==> src/include/mips_config.svh <==
`ifndef MIPS_CONFIG_SVH
`define MIPS_CONFIG_SVH

// datapath and address width
`define MIPS_DATA_W     32

// register address width, 32 registers
`define MIPS_REG_AW     5

`define MIPS_RESET_PC   32'h0000_0000 // fetch address out of reset

// all-ones word marks the end of a program
`define MIPS_HALT_WORD  32'hFFFF_FFFF

`endif

==> src/design/mips_pkg.sv <==
`default_nettype none

`include "mips_config.svh"

package mips_pkg;

    // primary opcodes, standard MIPS encodings
    typedef enum logic [5:0] {
        R_TYPE    = 6'b000000,
        J_TYPE    = 6'b000010,
        JAL_TYPE  = 6'b000011,
        BEQ_TYPE  = 6'b000100,
        BNE_TYPE  = 6'b000101,
        ADDI_TYPE = 6'b001000,
        ANDI_TYPE = 6'b001100,
        ORI_TYPE  = 6'b001101,
        LW_TYPE   = 6'b100011,
        SW_TYPE   = 6'b101011
    } opcode_e;

    // funct field of R-type words
    typedef enum logic [5:0] {
        JR   = 6'b001000,
        JALR = 6'b001001,
        ADD  = 6'b100000,
        SUB  = 6'b100010,
        AND  = 6'b100100,
        OR   = 6'b100101,
        SLT  = 6'b101010
    } funct_e;

    typedef enum logic [1:0] {
        RS_IDLE   = 2'd0,
        RS_RUN    = 2'd1,
        RS_HALTED = 2'd2
    } run_state_e;

    typedef enum logic [1:0] {
        ALU_ADD   = 2'd0,
        ALU_SUB   = 2'd1,
        ALU_FUNCT = 2'd2, // execute looks at funct
        ALU_LOGIC = 2'd3
    } alu_op_e;

    typedef enum logic [1:0] {
        JK_NONE   = 2'd0,
        JK_BRANCH = 2'd1,
        JK_LINK   = 2'd2
    } jump_kind_e;

    typedef struct packed {
        logic       branch;
        logic       reg_dst;
        logic       mem2reg;
        logic       mem_read;
        logic       mem_write;
        logic       imm_flag;  // zero-extend the immediate
        logic       sign_flag;
        logic       reg_write;
        logic [1:0] alu_src;   // 01 selects the immediate
        alu_op_e    alu_op;
    } ctrl_t;

    typedef struct packed {
        logic                    we;
        logic [`MIPS_REG_AW-1:0] addr;
        logic [`MIPS_DATA_W-1:0] data;
    } wb_t;

    typedef struct packed {
        logic                    taken;
        logic [`MIPS_DATA_W-1:0] target;
        jump_kind_e              kind;
    } jump_t;

    typedef struct packed {
        logic [`MIPS_REG_AW-1:0] rs;
        logic [`MIPS_REG_AW-1:0] rt;
        logic [`MIPS_REG_AW-1:0] rd;
        logic [4:0]              shamt;
        logic [5:0]              funct;
        logic [5:0]              opcode;
        logic [`MIPS_DATA_W-1:0] reg_da;
        logic [`MIPS_DATA_W-1:0] reg_db;
        logic [`MIPS_DATA_W-1:0] immediate;
        ctrl_t                   ctrl;
    } id_ex_t;

endpackage

`default_nettype wire

==> src/design/register_file.sv <==
`timescale 1ns/1ps
`default_nettype none

`include "mips_config.svh"

module register_file (
    input  wire                          clk,
    input  wire                          i_rst_n,
    input  wire  mips_pkg::wb_t          i_wb,
    input  wire  [`MIPS_REG_AW-1:0]      i_rd_addr1,
    input  wire  [`MIPS_REG_AW-1:0]      i_rd_addr2,
    output logic [`MIPS_DATA_W-1:0]      o_rd_data1,
    output logic [`MIPS_DATA_W-1:0]      o_rd_data2
);

    localparam int NUM_REGS = 1 << `MIPS_REG_AW;

    logic [`MIPS_DATA_W-1:0] regs [NUM_REGS];
    logic                    wr_valid;

    // r0 is hardwired, never written
    assign wr_valid = i_wb.we && (i_wb.addr != '0);

    always_ff @(posedge clk or negedge i_rst_n) begin
        if (!i_rst_n) begin
            for (int i = 0; i < NUM_REGS; i++) begin
                regs[i] <= '0;
            end
        end else if (wr_valid) begin
            regs[i_wb.addr] <= i_wb.data;
        end
    end

    // write-through so decode sees the value in the same cycle
    always_comb begin
        o_rd_data1 = regs[i_rd_addr1];
        o_rd_data2 = regs[i_rd_addr2];
        if (wr_valid && (i_wb.addr == i_rd_addr1)) o_rd_data1 = i_wb.data;
        if (wr_valid && (i_wb.addr == i_rd_addr2)) o_rd_data2 = i_wb.data;
    end

endmodule

`default_nettype wire

==> src/design/control_unit.sv <==
`timescale 1ns/1ps
`default_nettype none

module control_unit (
    input  wire  mips_pkg::opcode_e i_opcode,
    input  wire  mips_pkg::funct_e  i_funct,
    output mips_pkg::ctrl_t         o_ctrl,
    output logic                    o_jump_op,
    output logic                    o_link
);

    always_comb begin
        o_ctrl    = '0; // unknown codes fall through as a nop
        o_jump_op = 1'b0;
        o_link    = 1'b0;
        case (i_opcode)
            mips_pkg::R_TYPE: begin
                case (i_funct)
                    mips_pkg::ADD, mips_pkg::SUB, mips_pkg::AND,
                    mips_pkg::OR, mips_pkg::SLT: begin
                        o_ctrl.reg_dst   = 1'b1;
                        o_ctrl.reg_write = 1'b1;
                        o_ctrl.alu_op    = mips_pkg::ALU_FUNCT;
                    end
                    mips_pkg::JR: begin
                        o_jump_op = 1'b1; // no writeback
                    end
                    mips_pkg::JALR: begin
                        o_jump_op        = 1'b1;
                        o_link           = 1'b1;
                        o_ctrl.reg_dst   = 1'b1; // link goes to rd
                        o_ctrl.reg_write = 1'b1;
                    end
                    default: ;
                endcase
            end
            mips_pkg::J_TYPE: begin
                o_jump_op = 1'b1;
            end
            mips_pkg::JAL_TYPE: begin
                o_jump_op        = 1'b1;
                o_link           = 1'b1;
                o_ctrl.reg_write = 1'b1; // rt is forced to r31
            end
            mips_pkg::BEQ_TYPE, mips_pkg::BNE_TYPE: begin
                o_ctrl.branch = 1'b1;
                o_ctrl.alu_op = mips_pkg::ALU_SUB;
            end
            mips_pkg::ADDI_TYPE: begin
                o_ctrl.alu_src   = 2'b01;
                o_ctrl.sign_flag = 1'b1;
                o_ctrl.reg_write = 1'b1;
            end
            mips_pkg::ANDI_TYPE, mips_pkg::ORI_TYPE: begin
                o_ctrl.imm_flag  = 1'b1; // logical ops zero-extend
                o_ctrl.alu_src   = 2'b01;
                o_ctrl.reg_write = 1'b1;
                o_ctrl.alu_op    = mips_pkg::ALU_LOGIC;
            end
            mips_pkg::LW_TYPE: begin
                o_ctrl.mem_read  = 1'b1;
                o_ctrl.mem2reg   = 1'b1;
                o_ctrl.reg_write = 1'b1;
                o_ctrl.alu_src   = 2'b01;
            end
            mips_pkg::SW_TYPE: begin
                o_ctrl.mem_write = 1'b1;
                o_ctrl.alu_src   = 2'b01;
            end
            default: ;
        endcase
    end

endmodule

`default_nettype wire

==> src/design/instruction_decode.sv <==
`timescale 1ns/1ps
`default_nettype none

`include "mips_config.svh"

module instruction_decode (
    input  wire                     clk,
    input  wire                     i_rst_n,
    input  wire  [`MIPS_DATA_W-1:0] i_instruction,
    input  wire  [`MIPS_DATA_W-1:0] i_pc,
    input  wire                     i_run,
    input  wire                     i_stall,
    input  wire  mips_pkg::wb_t     i_wb,
    output mips_pkg::id_ex_t        o_id_ex,
    output mips_pkg::jump_t         o_jump,
    output logic                    o_stop
);

    mips_pkg::opcode_e       opcode;
    mips_pkg::funct_e        funct;
    mips_pkg::ctrl_t         ctrl;
    mips_pkg::id_ex_t        id_ex_next;
    logic [`MIPS_REG_AW-1:0] rs;
    logic [`MIPS_REG_AW-1:0] rt;
    logic [`MIPS_REG_AW-1:0] rd;
    logic [15:0]             imm16;
    logic [`MIPS_DATA_W-1:0] ext_imm;
    logic [`MIPS_DATA_W-1:0] pc4;
    logic [`MIPS_DATA_W-1:0] rd_data1;
    logic [`MIPS_DATA_W-1:0] rd_data2;
    logic                    jump_op;
    logic                    link;
    logic                    br_cond;

    assign opcode = mips_pkg::opcode_e'(i_instruction[31:26]);
    assign funct  = mips_pkg::funct_e'(i_instruction[5:0]);
    assign rs     = i_instruction[25:21];
    assign rt     = i_instruction[20:16];
    assign rd     = i_instruction[15:11];
    assign imm16  = i_instruction[15:0];
    assign pc4    = i_pc + `MIPS_DATA_W'd4;

    // andi/ori zero-extend, everything else sign-extends
    assign ext_imm = ctrl.imm_flag ? {16'b0, imm16} : {{16{imm16[15]}}, imm16};

    register_file u_regfile (
        .clk        (clk),
        .i_rst_n    (i_rst_n),
        .i_wb       (i_wb),
        .i_rd_addr1 (rs),
        .i_rd_addr2 (rt),
        .o_rd_data1 (rd_data1),
        .o_rd_data2 (rd_data2)
    );

    control_unit u_ctrl (
        .i_opcode  (opcode),
        .i_funct   (funct),
        .o_ctrl    (ctrl),
        .o_jump_op (jump_op),
        .o_link    (link)
    );

    // beq on equal, bne on differ
    assign br_cond = (opcode == mips_pkg::BEQ_TYPE) ? (rd_data1 == rd_data2)
                                                    : (rd_data1 != rd_data2);

    always_comb begin
        o_jump.taken  = 1'b0;
        o_jump.target = pc4;
        o_jump.kind   = mips_pkg::JK_NONE;
        if (jump_op) begin
            o_jump.taken = 1'b1;
            if (opcode == mips_pkg::R_TYPE)
                o_jump.target = rd_data1; // jr / jalr
            else
                o_jump.target = {pc4[31:28], i_instruction[25:0], 2'b00};
            if (link) o_jump.kind = mips_pkg::JK_LINK;
        end else if (ctrl.branch && br_cond) begin
            o_jump.taken  = 1'b1;
            o_jump.target = pc4 + (ext_imm << 2);
            o_jump.kind   = mips_pkg::JK_BRANCH;
        end
    end

    always_comb begin
        id_ex_next.rs        = link ? '0 : rs;
        id_ex_next.rt        = (opcode == mips_pkg::JAL_TYPE) ? 5'd31 : rt;
        id_ex_next.rd        = rd;
        id_ex_next.shamt     = i_instruction[10:6];
        id_ex_next.funct     = i_instruction[5:0];
        id_ex_next.opcode    = i_instruction[31:26];
        id_ex_next.reg_da    = link ? pc4 : rd_data1; // return address path
        id_ex_next.reg_db    = link ? `MIPS_DATA_W'd4 : rd_data2;
        id_ex_next.immediate = ext_imm;
        id_ex_next.ctrl      = i_stall ? '0 : ctrl; // bubble
    end

    always_ff @(posedge clk or negedge i_rst_n) begin
        if (!i_rst_n) begin
            o_id_ex <= '0;
        end else if (i_run) begin
            o_id_ex <= id_ex_next;
        end
    end

    assign o_stop = (i_instruction == `MIPS_HALT_WORD);

endmodule

`default_nettype wire

==> src/design/program_counter.sv <==
`timescale 1ns/1ps
`default_nettype none

`include "mips_config.svh"

module program_counter (
    input  wire                      clk,
    input  wire                      i_rst_n,
    input  wire                      i_run,
    input  wire                      i_stall,
    input  wire  mips_pkg::jump_t    i_jump,
    output logic [`MIPS_DATA_W-1:0]  o_pc
);

    logic advance;

    // idle, halted or stalled all hold the count
    assign advance = i_run && !i_stall;

    always_ff @(posedge clk or negedge i_rst_n) begin
        if (!i_rst_n) begin
            o_pc <= `MIPS_RESET_PC;
        end else if (advance) begin
            if (i_jump.taken)
                o_pc <= i_jump.target; // redirect from decode
            else
                o_pc <= o_pc + `MIPS_DATA_W'd4;
        end
    end

endmodule

`default_nettype wire

==> src/design/run_control.sv <==
`timescale 1ns/1ps
`default_nettype none

module run_control (
    input  wire  clk,
    input  wire  i_rst_n,
    input  wire  i_start,
    input  wire  i_stop,
    output logic o_run,
    output logic o_halted
);

    mips_pkg::run_state_e state;
    mips_pkg::run_state_e state_next;

    always_comb begin
        state_next = state;
        case (state)
            mips_pkg::RS_IDLE:   if (i_start) state_next = mips_pkg::RS_RUN;
            mips_pkg::RS_RUN:    if (i_stop) state_next = mips_pkg::RS_HALTED;
            mips_pkg::RS_HALTED: state_next = mips_pkg::RS_HALTED; // only reset leaves
            default:             state_next = mips_pkg::RS_IDLE;
        endcase
    end

    always_ff @(posedge clk or negedge i_rst_n) begin
        if (!i_rst_n) begin
            state <= mips_pkg::RS_IDLE;
        end else begin
            state <= state_next;
        end
    end

    // drop run in the halt cycle itself, keeps the halt word out of id/ex
    assign o_run    = (state == mips_pkg::RS_RUN) && !i_stop;
    assign o_halted = (state == mips_pkg::RS_HALTED);

endmodule

`default_nettype wire

==> src/design/decode_top.sv <==
`timescale 1ns/1ps
`default_nettype none

`include "mips_config.svh"

module decode_top (
    input  wire                      clk,
    input  wire                      i_rst_n,
    input  wire                      i_start,
    input  wire                      i_stall,
    input  wire  [`MIPS_DATA_W-1:0]  i_imem_data,
    input  wire  mips_pkg::wb_t      i_wb,
    output logic [`MIPS_DATA_W-1:0]  o_imem_addr,
    output logic [`MIPS_DATA_W-1:0]  o_pc,
    output mips_pkg::id_ex_t         o_id_ex,
    output mips_pkg::jump_t          o_jump,
    output logic                     o_halted
);

    logic run;
    logic stop; // halt word seen in decode

    run_control u_run_ctrl (
        .clk      (clk),
        .i_rst_n  (i_rst_n),
        .i_start  (i_start),
        .i_stop   (stop),
        .o_run    (run),
        .o_halted (o_halted)
    );

    program_counter u_pc (
        .clk     (clk),
        .i_rst_n (i_rst_n),
        .i_run   (run),
        .i_stall (i_stall),
        .i_jump  (o_jump),
        .o_pc    (o_pc)
    );

    instruction_decode u_decode (
        .clk           (clk),
        .i_rst_n       (i_rst_n),
        .i_instruction (i_imem_data),
        .i_pc          (o_pc),
        .i_run         (run),
        .i_stall       (i_stall),
        .i_wb          (i_wb),
        .o_id_ex       (o_id_ex),
        .o_jump        (o_jump),
        .o_stop        (stop)
    );

    assign o_imem_addr = o_pc; // fetch straight from the counter

endmodule

`default_nettype wire

==> config.mk <==
export PLATFORM = sky130hd
export DESIGN_NAME = decode_top
export DESIGN_NICKNAME = d
export VERILOG_FILES = /design/src/design/mips_pkg.sv /design/src/design/register_file.sv /design/src/design/control_unit.sv /design/src/design/instruction_decode.sv /design/src/design/program_counter.sv /design/src/design/run_control.sv /design/src/design/decode_top.sv
export VERILOG_INCLUDE_DIRS = /design/src /design/src/include
export SDC_FILE = /design/constraint.sdc
export NUM_CORES = 2
export LEC_CHECK = 0
export ABC_CLOCK_PERIOD_IN_PS = 14600
export BUFFER_PORTS_ARGS = -buffer_cell sky130_fd_sc_hd__buf_2
export CAP_MARGIN = 20
export CORE_MARGIN = 2
export CORE_UTILIZATION = 65
export DETAILED_ROUTE_END_ITERATION = 8
export PLACE_DENSITY = 0.85
export SLEW_MARGIN = 20
export SYNTH_ARGS = -nofsm -noshare
export SYNTH_HDL_FRONTEND = slang
export SYNTH_SLANG_ARGS = --single-unit
==> constraint.sdc <==
create_clock -name clk -period 14.6 [get_ports clk]
set_input_delay 1.46 -clock clk [delete_from_list [all_inputs] [get_ports clk]]
set_output_delay 1.46 -clock clk [all_outputs]
set_load 0.03 [all_outputs]
==> results.md <==
* Outcome: complete, no violations
* Crit path time final at 9.30 ns
* Number of port buffers at 312
* Post-synth EDFFs at 0
* Pwr per Cell Area at 161 nW/um2
* Pre-Repair DR Iteration Count at 7
* Placer Congestion at 0.968
* Ys Warns at 0
* GR Util met1 at 49.4%
* Syn Area/Cell at 14.2 um2
* Die Span Y at 320 um
* Reg2reg end: u_pc.o_pc[30]
* Worst min path class: reg -> reg
* Gr busiest metal: met2
* Area grow syn2layout at 8.66%
* Clock Path Buffers at 3
* Root Buffer: clkbuf_16
* Core Util, Final at 71.5%
* Max-slew violation count at 0
* Post-CTS setup buffer count at 0
* Number of max-cap violations at 0
* Post_cts resized at 0
* Synthesized area at 64900 um2
* Worst Skew at 0.0398 ns
* Drt wl/cell at 32.5 um
* Endpoints failing setup at 0
* Reg2reg setup slack at 9.29 ns
* Leakage at 31.3 nW
* Max VDD drop at 0.107 mV
* Layout Nets at 4678
* Ys flop type: dfrtp_1
* Worst hold margin at 0.393 ns
* DRT iter0 DRCs at 5392
* RSZ-0062 raised after global routing: no
* Hold Vio Cnt, Final at 0
* Worst skew pair latency at 0.71 ns
* Critical Path Start: i_imem_data[22]
* Detail Route Antenna Nets at 0
* Vias in the first global route at 44237
* DRC at 0
* FP Rows at 115
* #FFs+latches synth at 1165
* Crit path launch type: input port
* Crit share post-route at 63.7%
* Die X at 320 um
* Hold_buf cts at 0
* Synthesized instance count at 4571
* Num CTS Buffers at 116
* Worst reg2reg path depth at 17
* Worst slew margin at 27.1%
* Vias post-DR at 43661
* TritonCTS clock tree: yes
* GR Layer Usage met2 at 56.7%
* Kind of end point of the critical path: primary output
* Register area share after synthesis at 44.9%
* Yosys cell types at 61
* Worst-margin pin slew at 1.09 ns
* Vias per cell at 7.33
* CP endpoint: o_jump[24]
* Arr. time, crit path at 7.84 ns
* WS Path Type: in -> out
* Die Area at 102000 um2
* GRT Overall Usage at 38.0%
* Fraction of registers with async set/reset at 100%
* Reg2reg start: u_pc.o_pc[2]
* Fillers at 6060
* Maximum level of the CTS H-tree at 3
* Initial antenna violation count at 17
* Setup tns final at 0 ns
* Top Ports at 314
* Global-route wire length before repair at 287000 um
* Initial Utilization at 65.8%
* Final wirelength at 194000 um
* Fmax at 0.107 GHz
* Largest net degree at the start of global routing at 180
* Syn Nets at 4684
* CTS sink cnt at 1165
* Congestion Overflow GR at 0
* Clock-pin slew of the registers on the worst-case setup and hold paths at 0.06 ns
* Worst min-delay path startpoint: u_decode.u_regfile.regs[994]
* GRT met3 Usage at 11.6%
* Crit Path Max Fanout at 96
* Worst endpoint required time at 13.14 ns
* Core area at 98700 um2
* Fraction of layout cells with a size suffix above 1 at 49.5%
* Detailed Place HPWL at 115000 um
==> final cells by class <==
class                      count  area [um2]  area share [%]
multi-input combinational   2830       33200            47.1
sequential                  1165       29200            41.3
clock buffer                 164        3400            4.82
timing repair buffer         391        2320            3.29
tap                         1287        1610            2.28
clock inverter                53         579           0.821
inverter                      61         229           0.325
antenna                        6        15.0          0.0213
==> Yosys cell counts, types with 4 or more instances <==
master / number / area [um2]
nand4_1: 23 / 144
ha_1: 38 / 475
mux4_2: 576 / 13000
nand2b_1: 7 / 43.8
nand2_1: 252 / 946
buf_4: 90 / 676
a41oi_1: 5 / 43.8
o21a_1: 7 / 52.6
nor4_1: 7 / 43.8
a22oi_1: 22 / 165
o21ai_0: 74 / 370
a211o_1: 4 / 35.0
buf_1: 66 / 248
a31oi_1: 38 / 238
dfrtp_1: 1165 / 29200
xor2_1: 39 / 342
nand3b_1: 6 / 45.0
or2_2: 5 / 31.3
o211ai_1: 5 / 37.5
nor3_1: 12 / 60.1
o31ai_1: 8 / 60.1
a21oi_1: 58 / 290
buf_2: 49 / 245
and2_1: 4 / 25.0
nor2_1: 125 / 469
nor3b_1: 4 / 30.0
and3_1: 10 / 62.6
buf_6: 25 / 282
mux2i_1: 256 / 2560
or3_1: 4 / 25.0
a2111oi_0: 4 / 35.0
inv_1: 60 / 225
or4_1: 6 / 45.0
nand3_1: 33 / 165
clkbuf_1: 285 / 1070
a21o_1: 16 / 120
mux2_2: 1087 / 12200
xnor2_1: 55 / 482
a31o_2: 4 / 35.0
==> layout by cell type, fill, tap and decap left out, drive strengths merged, types with 7 or more instances in the layout <==
master and count:
clkinvlp 11, xnor2 55, nand2 252, ha 38, a21oi 58, mux4 576, clkbuf 166, nand3 33
inv 63, a31oi 38, dfrtp 1165, nor3 12, a22oi 22, o21a 7, nand2b 7, mux2i 256
a21o 16, buf 389, nor2 125, mux2 1090, clkinv 29, nor4 9, bufinv 11, o31ai 8
nand4 23, o21ai 75, and3 10, xor2 39
==> kinds of logic (layout without fill, tap and decap cells) <==
logic type	count (synthesis)	in the layout	share of synthesized area, %
adders and majority gates	39	39	0.763
xor gates and xnor gates	94	94	1.27
AOI/OAI and AO/OA	261	261	2.49
buffers and inverters	576	669	4.23
muxes	1922	1922	42.8
other	1	7	0.00578
DFF	1165	1165	44.9
and+or+nand+nor	513	513	3.50
==> per-layer routing <==
metal	up-vias	share of wire, %
met3	751	12
met1	22803	36
met4	20	6.9
li1	17126	-
met2	2961	45
met5	-	0.068
==> registers in the layout, indices dropped and copies added, names as in the netlist <==
name	count
u_run_ctrl.state	2
u_decode.u_regfile.regs	1024
u_pc.o_pc	32
u_decode.o_id_ex	107
==> worst max-delay path, cell delays in order <==
cell and delay [ns]:
buf_8 0.61, buf_4 0.66, buf_4 0.66, mux4_2 0.34
mux2i_1 0.08, mux4_2 0.49, mux2i_1 0.73, xnor2_1 0.15
or4_1 0.50, nor4_2 0.20, nand4b_1 0.17, nor2b_2 0.19
buf_4 0.24, inv_2 0.50, mux2_2 0.43, nand3_1 0.08
buf_2 0.20
==> where the power goes <==
group	switching [mW]	leakage (nW)	internal, mW
sequential	0.584	14.9	3.92
combinational	2.09	14.5	1.66
clock	1.32	1.95	1.81
total	3.99	31.3	7.39
==> worst min path at each step <==
stage | slack (ns) | endpoint | cells after the start
final | 0.39 | u_decode.u_regfile.regs[994] | 0
after global routing | 0.40 | u_decode.u_regfile.regs[1001] | 0
after CTS | 0.40 | u_decode.u_regfile.regs[1013] | 0
after detailed placement | 0.38 | u_decode.u_regfile.regs[995] | 0
after global placement | 0.38 | u_decode.u_regfile.regs[1013] | 0
after floorplan | 0.44 | u_decode.u_regfile.regs[1000] | 1
==> metrics by stage <==
stage	area (um2)	cells	power, mW	setup WS (ns)
finish	70500	5957	11.4	5.30
global route	70500	5954	11.8	5.08
CTS	70500	5951	11.3	5.41
detailed placement	66500	5734	8.18	5.43
global placement	66500	5732	8.02	5.39
floorplan	64900	4571	7.14	7.50
Note: power is estimated with default switching activity, not from simulation.
